<file path="src/include/tmr_rf_defs.svh">
//////////////////////////////////////////////////
// tmr register file sizing macros.
// word width, depth, address width, port and copy counts.
//////////////////////////////////////////////////

`ifndef TMR_RF_DEFS_SVH
`define TMR_RF_DEFS_SVH

// data word width in bits.
`define TMR_W 32

// number of registers per replica.
`define TMR_N 32

// address width, log2 of the register count.
`define TMR_AW 5

// external read ports, the scrub port comes on top.
`define TMR_RP 2

// replica count, the voter is two of three so this stays fixed.
`define TMR_COPIES 3

`endif
</file>
<file path="src/tmr_rf_pkg.sv">
//////////////////////////////////////////////////
// tmr register file shared types.
// request and report structs for rtl and testbench.
//////////////////////////////////////////////////

`include "tmr_rf_defs.svh"

package tmr_rf_pkg;

   //////////////////////////////////////////////////
   // requests
   //////////////////////////////////////////////////

   // single cycle write strobe, 38 bits.
   typedef struct packed {
      logic                valid;   // write this cycle.
      logic [`TMR_AW-1:0]  addr;    // target register.
      logic [`TMR_W-1:0]   data;    // new contents.
   } wr_req_t;

   // single cycle fault injection, 40 bits.
   typedef struct packed {
      logic                valid;   // inject this cycle.
      logic [1:0]          replica; // copy to upset, 0 to 2.
      logic [`TMR_AW-1:0]  addr;    // register to upset.
      logic [`TMR_W-1:0]   mask;    // bits to flip.
   } inj_req_t;

   //////////////////////////////////////////////////
   // reports
   //////////////////////////////////////////////////

   // per read port voter status.
   typedef struct packed {
      logic                corrected; // copies were not all equal.
      logic [1:0]          replica;   // outvoted copy, 3 when several.
      logic                multi;     // more than one copy disagreed.
   } vote_rpt_t;

   // scrubber repair status.
   typedef struct packed {
      logic                fix;     // repair write issued this cycle.
      logic [`TMR_AW-1:0]  addr;    // register being repaired.
      logic                multi;   // repair covered two bad copies.
   } scrub_rpt_t;

endpackage

</file>
<file path="src/majority_vote.sv">
//////////////////////////////////////////////////
// bitwise two of three voter.
// reports the outvoted copy per read port.
//////////////////////////////////////////////////

`timescale 1ns/10ps

`include "tmr_rf_defs.svh"

module majority_vote (
   input  logic [`TMR_W-1:0]        a_i,                       // copy 0.
   input  logic [`TMR_W-1:0]        b_i,                       // copy 1.
   input  logic [`TMR_W-1:0]        c_i,                       // copy 2.
   output logic [`TMR_W-1:0]        data_o,                    // voted word.
   output tmr_rf_pkg::vote_rpt_t    rpt_o                      // disagreement report.
);

   logic [`TMR_W-1:0]   voted;                                 // per bit majority.
   logic                diff_a;                                // copy 0 differs from vote.
   logic                diff_b;                                // copy 1 differs from vote.
   logic                diff_c;                                // copy 2 differs from vote.

   assign voted  = (a_i & b_i) | (a_i & c_i) | (b_i & c_i);    // two of three per bit.
   assign diff_a = |(a_i ^ voted);
   assign diff_b = |(b_i ^ voted);
   assign diff_c = |(c_i ^ voted);
   assign data_o = voted;

   always_comb begin
      rpt_o.corrected = diff_a | diff_b | diff_c;              // any copy off.
      rpt_o.multi     = (diff_a & diff_b) | (diff_a & diff_c) | (diff_b & diff_c);
      if (rpt_o.multi) begin
         rpt_o.replica = 2'd3;                                 // no single culprit.
      end else if (diff_a) begin
         rpt_o.replica = 2'd0;
      end else if (diff_b) begin
         rpt_o.replica = 2'd1;
      end else if (diff_c) begin
         rpt_o.replica = 2'd2;
      end else begin
         rpt_o.replica = 2'd0;                                 // all agree.
      end
   end

   // corrected needs unequal copies and multi needs three distinct copies.
   always_comb begin : chk_multi
      a_corrected_inputs : assert final (
         $isunknown({a_i, b_i, c_i}) ||
         (rpt_o.corrected == ((a_i != b_i) || (b_i != c_i)))
      );
      a_multi_corrected : assert final (
         $isunknown({a_i, b_i, c_i}) || !rpt_o.multi ||
         (rpt_o.corrected && (a_i != b_i) && (a_i != c_i) && (b_i != c_i))
      );
   end

endmodule

</file>
<file path="config.mk">
export PLATFORM = sky130hd
export DESIGN_NAME = majority_vote
export DESIGN_NICKNAME = d
export VERILOG_FILES = /design/src/tmr_rf_pkg.sv /design/src/majority_vote.sv
export VERILOG_INCLUDE_DIRS = /design/src /design/src/include
export SDC_FILE = /design/constraint.sdc
export NUM_CORES = 1
export LEC_CHECK = 0
export ABC_AREA = 1
export BUFFER_PORTS_ARGS = -buffer_cell sky130_fd_sc_hd__clkbuf_2
export CORE_UTILIZATION = 51
export DETAILED_ROUTE_END_ITERATION = 8
export PLACE_DENSITY = 0.95
export SLEW_MARGIN = 10
export SYNTH_ARGS = -nofsm -noshare
export SYNTH_HDL_FRONTEND = slang
export SYNTH_SLANG_ARGS = --single-unit
</file>
<file path="constraint.sdc">
create_clock -name vclk -period 1.5
set_input_delay 0 -clock vclk [all_inputs]
set_output_delay 0 -clock vclk [all_outputs]
set_load 0.005 [all_outputs]
</file>
==> reports/qor.yml <==
status: "complete, no violations"
combPwrFrac: 1.000
cts_setup_buffers: 0
ys_seq_area_frac: 0
synthSimpleGateAreaFrac: 0.602
flops_and_latches: 0
fin_setup_tns_ps: 0
clkbuf_count: 0
drt-total-wl_um: 7380
whs_ps: 337
synth_adder_area_share: 0
hp-class: "in -> out"
start_util: 0.548
final_antenna_net_count: 0
synth_top_family_by_area: "simple AND/OR/NAND/NOR gates"
fp.dieW_um: 68.7
synthMuxAreaShare: 0
synth_top_area_cell: "nand2_1"
antennaDiodeCount: 0
placed_cell_area_mm2: 0.00300
fillCellCount: 387
core.rowCount: 23
syn_avg_cell_area_um2: 4.29
cp-start-kind: "primary input"
grt_use_total: 0.290
end_kind: "output pin"
drive_above_1_share: 0.205
grt_pass1_wl_um: 10900
seqPwrFrac: 0
worst_ep_required_time_ps: 1500
synth-compound-area-share: 0.229
switchingPower_mw: 0.490
final_util: 0.723
internal-power_mw: 0.320
firstDrtPassIters: 6
dp_hpwl_um: 6490
antenna_found_initial: 0
overflow: 0
final_cells: 712
placed_cells: 712
hold_viol_final: 0
design_area_mm2: 0.00300
peakVddDrop_v: 0.000148
critPathKind: "in -> out"
vias: 3785
yosysTopAreaCellShare: 0.332
maxSlewHeadroom: 0.811
die_height_um: 68.7
vias_per_cell: 5.32
synth-xor-area-share: 0
cts_resized: 0
die_area_mm2: 0.00473
period_needed_ps: 1220
gp_congestion: 0.879
worstMarginPinSlew_ps: 281
fmax_mhz: 817
synthCells: 530
yosys_warnings: 0
drv_cap: 0
fin_nets: 760
detail_route.wl_per_cell_um: 10.4
synth.distinct_cells: 11
synth_area_mm2: 0.00227
ff_latch_area_um2: 0
grt_setup_unrepaired: "false"
yosys-top-cells-area: "nand2_1, o21ai_0, nand3_1, inv_1, nor2_1"
crit_fanout: 6
multi_input_area_mm2: 0.00189
cp.arrival_ps: 1220
syn_nets: 626
p_leak_nw: 2.07
coreArea_mm2: 0.00414
swShare: 0.605
synthMostInstantiatedCell: "nand2_1"
fin_crit_sh: 0.816
clockPowerShare: 0
syn2layout_area_growth_pct: 31.8
grt_max_degree: 7
ios: 132
drt_iter0_markers: 230
power_density_mw_per_mm2: 271
grt_pass1_vias: 2883
slew_viol_final: 0
hold_buffers: 0
setup_viol: 0
portBuffers: 132
synth.top_cells.by_count: "nand2_1, inv_1, o21ai_0"
drc: 0
stage by stage:
step | power (mW) | setup WS, ps
floorplan | 0.422 | 761
global placement | 0.759 | 394
detailed placement | 0.798 | 309
CTS | 0.802 | 301
global route | 0.925 | 139
finish | 0.811 | 277
per-layer routing:
metal,up-vias,part of all wire,global-route usage
met3,26,0.078,0.0296
met5,-,0,0
met4,0,0.020,0.0638
met1,1616,0.40,0.328
li1,1964,-,-
met2,179,0.50,0.574
cell usage in the layout, fill, tap and decap left out:
cell | synthesis | final
a21o_1 | 8 | 8
and2_1 | 3 | 3
clkbuf_2 | 0 | 132
inv_1 | 100 | 100
inv_2 | 2 | 2
nand2_1 | 201 | 201
nand3_1 | 80 | 80
nand3b_1 | 2 | 2
nand4_1 | 7 | 7
nor2_1 | 33 | 33
nor2_2 | 2 | 2
o21ai_0 | 92 | 92
kinds of logic (layout without fill, tap and decap cells):
kind of cell	Yosys count	after routing
simple gates	328	328
buf+inv	102	234
compound gates	100	100
final cells by class:
class | count | area share
Timing Repair Buffer | 132 | 0.221
Inverter | 102 | 0.128
Tap cell | 50 | 0.0209
Multi-Input combinational cell | 428 | 0.631
power by group through the flow:
stage | clock network (mW) | registers, mW | logic [mW]
after floorplan | 0 | 0 | 0.422
after global placement | 0 | 0 | 0.759
after detailed placement | 0 | 0 | 0.798
after CTS | 0 | 0 | 0.802
after global routing | 0 | 0 | 0.925
final | 0 | 0 | 0.811
critical path, stage by stage:
cell and delay (ps):
clkbuf_2 130, nand2_1 100, inv_1 40, o21ai_0 140
nand2_1 70, nor2_1 130, nand2_1 90, nor2_1 90
nand2_1 100, nand2_1 100, nand3_1 100, clkbuf_2 140
final timing paths:
kind                start         to  slack, ps  cells after the start
hold / removal     b_i[8]  data_o[8]        340                      4
setup / recovery  c_i[28]   rpt_o[0]        280                     12
Power figures use the tool's default switching activity.
