$ cat src/include/tmr_rf_defs.svh
//////////////////////////////////////////////////
// tmr register file sizing macros.
// word width, depth, address width, port and copy counts.
//////////////////////////////////////////////////

`ifndef TMR_RF_DEFS_SVH
`define TMR_RF_DEFS_SVH

// data word width in bits.
`define TMR_W 32

// number of registers per replica.
`define TMR_N 32

// address width, log2 of the register count.
`define TMR_AW 5

// external read ports, the scrub port comes on top.
`define TMR_RP 2

// replica count, the voter is two of three so this stays fixed.
`define TMR_COPIES 3

`endif
$ cat src/tmr_rf_pkg.sv
//////////////////////////////////////////////////
// tmr register file shared types.
// request and report structs for rtl and testbench.
//////////////////////////////////////////////////

`include "tmr_rf_defs.svh"

package tmr_rf_pkg;

   //////////////////////////////////////////////////
   // requests
   //////////////////////////////////////////////////

   // single cycle write strobe, 38 bits.
   typedef struct packed {
      logic                valid;   // write this cycle.
      logic [`TMR_AW-1:0]  addr;    // target register.
      logic [`TMR_W-1:0]   data;    // new contents.
   } wr_req_t;

   // single cycle fault injection, 40 bits.
   typedef struct packed {
      logic                valid;   // inject this cycle.
      logic [1:0]          replica; // copy to upset, 0 to 2.
      logic [`TMR_AW-1:0]  addr;    // register to upset.
      logic [`TMR_W-1:0]   mask;    // bits to flip.
   } inj_req_t;

   //////////////////////////////////////////////////
   // reports
   //////////////////////////////////////////////////

   // per read port voter status.
   typedef struct packed {
      logic                corrected; // copies were not all equal.
      logic [1:0]          replica;   // outvoted copy, 3 when several.
      logic                multi;     // more than one copy disagreed.
   } vote_rpt_t;

   // scrubber repair status.
   typedef struct packed {
      logic                fix;     // repair write issued this cycle.
      logic [`TMR_AW-1:0]  addr;    // register being repaired.
      logic                multi;   // repair covered two bad copies.
   } scrub_rpt_t;

endpackage

$ cat src/scrub_ctrl.sv
//////////////////////////////////////////////////
// background scrubber for the tmr register file.
// sweeps addresses, votes, writes back repairs.
//////////////////////////////////////////////////

`timescale 1ns/10ps

`include "tmr_rf_defs.svh"

module scrub_ctrl (
   input  logic                     s_c_i,                     // core clock.
   input  logic                     reset_i,                   // sync reset, active high.
   input  tmr_rf_pkg::wr_req_t      wr_i,                      // external write.
   input  logic [`TMR_W-1:0]        scrub_data_i [`TMR_COPIES],// scrub port of each copy.
   output logic [`TMR_AW-1:0]       scrub_addr_o,              // scrub read address.
   output tmr_rf_pkg::wr_req_t      wr_o,                      // merged write to all copies.
   output tmr_rf_pkg::scrub_rpt_t   scrub_o                    // repair report.
);

   //////////////////////////////////////////////////
   // sweep pointer
   //////////////////////////////////////////////////

   logic [`TMR_AW-1:0]     ptr;                                // current scrub address.
   logic [`TMR_W-1:0]      voted;                              // voted scrub word.
   tmr_rf_pkg::vote_rpt_t  vrpt;                               // scrub port vote status.
   logic                   repair;                             // repair write this cycle.

   always_ff @(posedge s_c_i) begin
      if (reset_i) begin
         ptr <= '0;
      end else if (!wr_i.valid) begin                          // external write holds the sweep.
         if (ptr == (`TMR_N - 1)) begin
            ptr <= '0;                                         // wrap.
         end else begin
            ptr <= ptr + 1'b1;
         end
      end
   end

   assign scrub_addr_o = ptr;

   //////////////////////////////////////////////////
   // vote and repair
   //////////////////////////////////////////////////

   majority_vote u_vote (
      .a_i     (scrub_data_i[0]),
      .b_i     (scrub_data_i[1]),
      .c_i     (scrub_data_i[2]),
      .data_o  (voted),
      .rpt_o   (vrpt)
   );

   assign repair = vrpt.corrected && !wr_i.valid;              // only in an idle write slot.

   always_comb begin
      if (wr_i.valid) begin
         wr_o = wr_i;                                          // external write wins.
      end else begin
         wr_o.valid = repair;
         wr_o.addr  = ptr;
         wr_o.data  = voted;                                   // rewrite all copies.
      end
   end

   always_comb begin
      scrub_o.fix   = repair;                                  // one cycle pulse.
      scrub_o.addr  = ptr;
      scrub_o.multi = repair && vrpt.multi;
   end

   // a write to the scrub address shows in the vote next cycle since ptr holds.
   a_ext_write_passes : assert property (
      @(posedge s_c_i) disable iff (reset_i)
      (wr_i.valid && (wr_i.addr == ptr)) |=> (voted == $past(wr_i.data))
   );

endmodule

$ cat src/majority_vote.sv
//////////////////////////////////////////////////
// bitwise two of three voter.
// reports the outvoted copy per read port.
//////////////////////////////////////////////////

`timescale 1ns/10ps

`include "tmr_rf_defs.svh"

module majority_vote (
   input  logic [`TMR_W-1:0]        a_i,                       // copy 0.
   input  logic [`TMR_W-1:0]        b_i,                       // copy 1.
   input  logic [`TMR_W-1:0]        c_i,                       // copy 2.
   output logic [`TMR_W-1:0]        data_o,                    // voted word.
   output tmr_rf_pkg::vote_rpt_t    rpt_o                      // disagreement report.
);

   logic [`TMR_W-1:0]   voted;                                 // per bit majority.
   logic                diff_a;                                // copy 0 differs from vote.
   logic                diff_b;                                // copy 1 differs from vote.
   logic                diff_c;                                // copy 2 differs from vote.

   assign voted  = (a_i & b_i) | (a_i & c_i) | (b_i & c_i);    // two of three per bit.
   assign diff_a = |(a_i ^ voted);
   assign diff_b = |(b_i ^ voted);
   assign diff_c = |(c_i ^ voted);
   assign data_o = voted;

   always_comb begin
      rpt_o.corrected = diff_a | diff_b | diff_c;              // any copy off.
      rpt_o.multi     = (diff_a & diff_b) | (diff_a & diff_c) | (diff_b & diff_c);
      if (rpt_o.multi) begin
         rpt_o.replica = 2'd3;                                 // no single culprit.
      end else if (diff_a) begin
         rpt_o.replica = 2'd0;
      end else if (diff_b) begin
         rpt_o.replica = 2'd1;
      end else if (diff_c) begin
         rpt_o.replica = 2'd2;
      end else begin
         rpt_o.replica = 2'd0;                                 // all agree.
      end
   end

   // corrected needs unequal copies and multi needs three distinct copies.
   always_comb begin : chk_multi
      a_corrected_inputs : assert final (
         $isunknown({a_i, b_i, c_i}) ||
         (rpt_o.corrected == ((a_i != b_i) || (b_i != c_i)))
      );
      a_multi_corrected : assert final (
         $isunknown({a_i, b_i, c_i}) || !rpt_o.multi ||
         (rpt_o.corrected && (a_i != b_i) && (a_i != c_i) && (b_i != c_i))
      );
   end

endmodule

$ cat config.mk
export PLATFORM = sky130hd
export DESIGN_NAME = scrub_ctrl
export DESIGN_NICKNAME = d
export VERILOG_FILES = /design/src/tmr_rf_pkg.sv /design/src/scrub_ctrl.sv /design/src/majority_vote.sv
export VERILOG_INCLUDE_DIRS = /design/src /design/src/include
export SDC_FILE = /design/constraint.sdc
export NUM_CORES = 1
export LEC_CHECK = 0
export BUFFER_PORTS_ARGS = -buffer_cell sky130_fd_sc_hd__buf_2
export CORE_MARGIN = 3
export CORE_UTILIZATION = 35
export DETAILED_ROUTE_END_ITERATION = 6
export GPL_ROUTABILITY_DRIVEN = 0
export PLACE_DENSITY = 0.78
export SYNTH_ARGS = -nofsm -noshare
export SYNTH_HDL_FRONTEND = slang
export SYNTH_HIERARCHICAL = 1
export SYNTH_SLANG_ARGS = --single-unit
$ cat constraint.sdc
create_clock -name s_c_i -period 7.2 [get_ports s_c_i]
set_clock_uncertainty 0.2 [all_clocks]
set_input_delay 1.44 -clock s_c_i [delete_from_list [all_inputs] [get_ports s_c_i]]
set_output_delay 1.44 -clock s_c_i [all_outputs]
set_load 0.005 [all_outputs]
==> metrics.yaml, run 1 <==
floorplanning:
  die_height_um: 94.8
  die_w_um: 94.8
  core_area_um2: 7450
  initial_utilization_pct: 37.1
  fp.dieArea_um2: 8990
  num_rows: 31
  ios: 186
finish:
  nets: 727
  diodes: 0
  design_area_um2: 3770
  final_cells: 687
  largest_reg_flops: 5
  area_growth_pct: 36.6
  drive_above_1_share_pct: 40.1
  fillCellCount: 768
  final_util_pct: 50.6
detailed_routing:
  finalWirelength_um: 9700
  antenna_left: 0
  vias: 3629
  drt-pass1-iter-count: 4
  wl_per_cell_um: 14.1
  drc_errors: 0
  dr.first_iter.drc_count: 116
  viasPerCell: 5.28
sta:
  fmax_mhz: 192
  finalSetupViolCount: 0
  relSlewSlack_pct: 31.7
  rsz0062_at_grt: "no"
  hold_viol: 0
  tightest_slew_ps: 1020
  timing.final.crit_share_pct: 72.3
  tns_ps: 0
  fin_crit_ps: 5210
  maxSlewViolCount: 0
setup_path:
  cpMaxStageDelayCell: "or4_1"
  path_class: "in -> out"
  r2r_slack_ps: 5280
  worstSetupEndpointType: "output port"
  arrival_ps: 3570
  critPathMostFrequentCell: "buf_2"
  cp.required_ps: 5560
  critPathMaxFanout: 6
  path_delay_family: "simple AND/OR/NAND/NOR gates"
  path_buf_inv: 2
  startpoint: "scrub_data_i[88]"
  critPathLaunchType: "input port"
  path_cells: "buf_2, nand2b_1, o21ai_0, nor4_1, nand4_1, or4_1, maj3_2, and2_1, buf_2"
  timing.rr.start: "scrub_addr_o[0]"
  max_stage_delay_ps: 460
place:
  hpwl_um: 8440
  dp_cells: 683
  place_area_um2: 3730
  portBuffers: 185
clock_network:
  root_buffer: "clkbuf_8"
  ctsHoldBuffers: 0
  post_cts_buffers: 0
  clock-sinks: 5
  cts_buffer_depth: 2
  numCtsBuffers: 3
  clk_latency_ps: 220
  cts_max_level: 1
  clk_pin_slew_ps: 40
  cts_resized: 0
  cts_tree: "yes"
yosys:
  syn-cell-area_um2: 2760
  synth_area_per_cell_um2: 6.73
  yosys_warnings: 6
  syn-num-nets: 548
  netlist_instances: 410
worst_hold_path:
  holdCritStartpoint: "scrub_addr_o[3]"
  hold_path.class: "reg -> reg"
grt:
  grtUsageTotal_pct: 19.9
  grt_max_degree: 49
  grt_pass1_vias: 3302
  grt-ovfl-total: 0
  grt_antenna_before_repair: 0
  grt_pass1_wl_um: 14500
pwr:
  p_leak_nw: 1.79
  power_density_nw_per_um2: 77.0
  finalPower_mw: 0.290
  vdd_drop_max_mv: 0.0452
run:
  maxCapViolations: 0
outcome:
  status: "finished, final reports clean"
[final timing paths]
kind                                   endpoint  depth (start not counted)
worst max-delay path                 scrub_o[0]                          9
worst max register to register  scrub_addr_o[2]                          5
worst min register to register  scrub_addr_o[3]                          2
worst min-delay path            scrub_addr_o[3]                          2
[worst min-delay path: stages, from the launching register on]
cell and delay (ps):
dfxtp_1 350, o21ai_0 90, a21oi_1 60
[metrics by stage]
step,hold WS (ps),setup slack [ps]
floorplan,308,2500
global placement,323,2010
global route,379,1850
CTS,348,1990
detailed placement,340,2000
finish,350,1990
[report_power, final]
group / switching [mW] / internal, mW / total [mW]
sequential: 0.00163 / 0.0287 / 0.0304
combinational: 0.104 / 0.104 / 0.208
clock: 0.0141 / 0.0380 / 0.0521
total: 0.120 / 0.170 / 0.290
[area by class of cell]
cell class	count	area, µm²	area share, %
Clock buffer	4	45.0	1.19
Inverter	3	11.3	0.299
Multi-Input combinational cell	391	2560	68.0
Sequential cell	5	100	2.65
Tap cell	99	124	3.28
Timing Repair Buffer	185	926	24.6
[per-layer routing]
metal / vias up / wire [µm] / GRT usage (%)
li1: 1888 / - / -
met1: 1616 / 4110 / 24.2
met2: 117 / 4870 / 37.6
met3: 8 / 628 / 2.15
met4: 0 / 102 / 3.61
met5: - / 0 / 0
[layout by cell type (no fill, tap or decap), types with 2 or more instances in the layout]
cell	count
buf_2	185
nor2_1	62
nand2b_1	43
mux2_2	37
a21oi_1	34
o21ai_0	27
mux2i_1	27
nand2_1	27
o21a_1	24
nor2b_1	15
nand3b_1	12
o22ai_1	12
nand4_1	11
nor4_1	10
nor3b_1	6
nor3_1	5
dfxtp_1	5
or3b_2	5
and3b_1	4
a221oi_1	4
and3_1	3
clkbuf_8	3
inv_1	3
o2111ai_1	3
a211oi_1	3
or2_2	2
ha_1	2
or4_1	2
a21o_1	2
No activity file was read; power rests on OpenSTA's default activity.
==> run 2, diff against run 1 <==
- ABC_AREA: not set -> 1
- PLACE_DENSITY: 0.78 -> 0.79
- clock period: 7.2 -> 4.36 ns (I/O delays scaled with it)
==> run 2 against run 1 <==
Clock power rose by 69%; design area rose by 7.4%; synthesized cell count rose by 69%; largest cell class unchanged; flip-flop and latch count did not move; count of clock-buffer cells in the layout did not move; hold slack got worse by 37 ps; highest routed layer unchanged; die area rose by 9.5%.
==> metrics.yaml, run 2 <==
outcome:
  status: "finished, final reports clean"
detailed_routing:
  dr.first_iter.drc_count: 109
  drt-pass1-iter-count: 5
  vias: 4542
  antenna_left: 0
  wl_per_cell_um: 10.4
  drc_errors: 0
  finalWirelength_um: 10100
  viasPerCell: 4.68
yosys:
  synth_area_per_cell_um2: 4.40
  syn-cell-area_um2: 3040
  syn-num-nets: 829
  yosys_warnings: 6
  netlist_instances: 691
grt:
  grt_max_degree: 50
  grt-ovfl-total: 0
  grt_antenna_before_repair: 0
  grtUsageTotal_pct: 18.8
  grt_pass1_vias: 3825
  grt_pass1_wl_um: 15800
worst_hold_path:
  hold_path.class: "reg -> reg"
place:
  dp_slack_ps: 994
  place_area_um2: 4010
  hpwl_um: 8580
  dp_cells: 967
  portBuffers: 185
sta:
  timing.final.crit_share_pct: 77.0
  relSlewSlack_pct: 53.1
  tightest_slew_ps: 703
  maxSlewViolCount: 0
  fin_ws_ps: 1000
  fmax_mhz: 298
  rsz0062_at_grt: "no"
  fin_crit_ps: 3360
  worst_hold_slack_ps: 313
  tns_ps: 0
  hold_viol: 0
  finalSetupViolCount: 0
pwr:
  power_density_nw_per_um2: 121
  vdd_drop_max_mv: 0.0745
  finalPower_mw: 0.491
  p_leak_nw: 2.74
setup_path:
  critPathMaxFanout: 6
  path_class: "in -> out"
  critPathLaunchType: "input port"
  worstSetupEndpointType: "output port"
  cp.required_ps: 3290
  r2r_slack_ps: 2780
  arrival_ps: 2290
clock_network:
  root_buffer: "clkbuf_8"
  cts_resized: 0
  cts_buffer_depth: 2
  post_cts_buffers: 0
  cts_tree: "yes"
  clock-sinks: 5
  ctsHoldBuffers: 0
  clk_latency_ps: 220
  numCtsBuffers: 3
  cts_max_level: 1
  clk_pin_slew_ps: 40
run:
  maxCapViolations: 0
finish:
  final_util_pct: 48.6
  diodes: 0
  final_cells: 971
  final_cell_mix: "310 x nand2_1, 185 x buf_2, 106 x inv_1"
  nets: 1005
  layout_commonest_cell: "nand2_1"
  design_area_um2: 4050
  area_growth_pct: 33.2
  drive_above_1_share_pct: 22.7
  largest_reg_flops: 5
floorplanning:
  ios: 186
  initial_utilization_pct: 36.5
  die_height_um: 99.2
  die_w_um: 99.2
  fp.dieArea_um2: 9840
  core_area_um2: 8340
  num_rows: 33
## run 2: worst paths after layout
| check | endpoint | cells after the start | from |
|---|---|---|---|
| hold / removal | scrub_addr_o[4] | 2 | scrub_addr_o[4] |
| setup reg to reg | scrub_addr_o[0] | 7 | scrub_addr_o[0] |
| hold reg to reg | scrub_addr_o[4] | 2 | scrub_addr_o[4] |
| setup / recovery | scrub_o[0] | 12 | scrub_data_i[64] |
## run 2: routing by layer
metal / part of all wire (%) / up-vias / GRT usage [%]
met1: 44 / 1899 / 23.0
met3: 6.8 / 8 / 2.88
met4: 0.71 / 0 / 3.26
met5: 0 / - / 0
met2: 48 / 117 / 34.9
li1: - / 2518 / -
## run 2: cell type report
type | count | area, µm²
fillers | 965 | 4290
multi-input cells | 560 | 2420
repair buffers | 186 | 933
inverters | 111 | 417
well taps | 105 | 131
flip-flops and latches | 5 | 100
clock buffers | 4 | 45.0
## run 2: power breakdown
part | total [mW] | internal, mW | switching [mW]
Combinational | 0.352 | 0.146 | 0.206
Sequential | 0.0502 | 0.0479 | 0.00232
Clock | 0.0880 | 0.0630 | 0.0251
Total | 0.491 | 0.257 | 0.234
## run 2: critical path: stages
cell	delay (ps)
buf_2	130
a21o_1	180
nand2_1	80
nand2_1	90
nor2_1	170
nand2_1	80
nor2_1	140
nand2_1	100
nand2_1	70
nand3_1	70
and3_1	190
buf_2	120
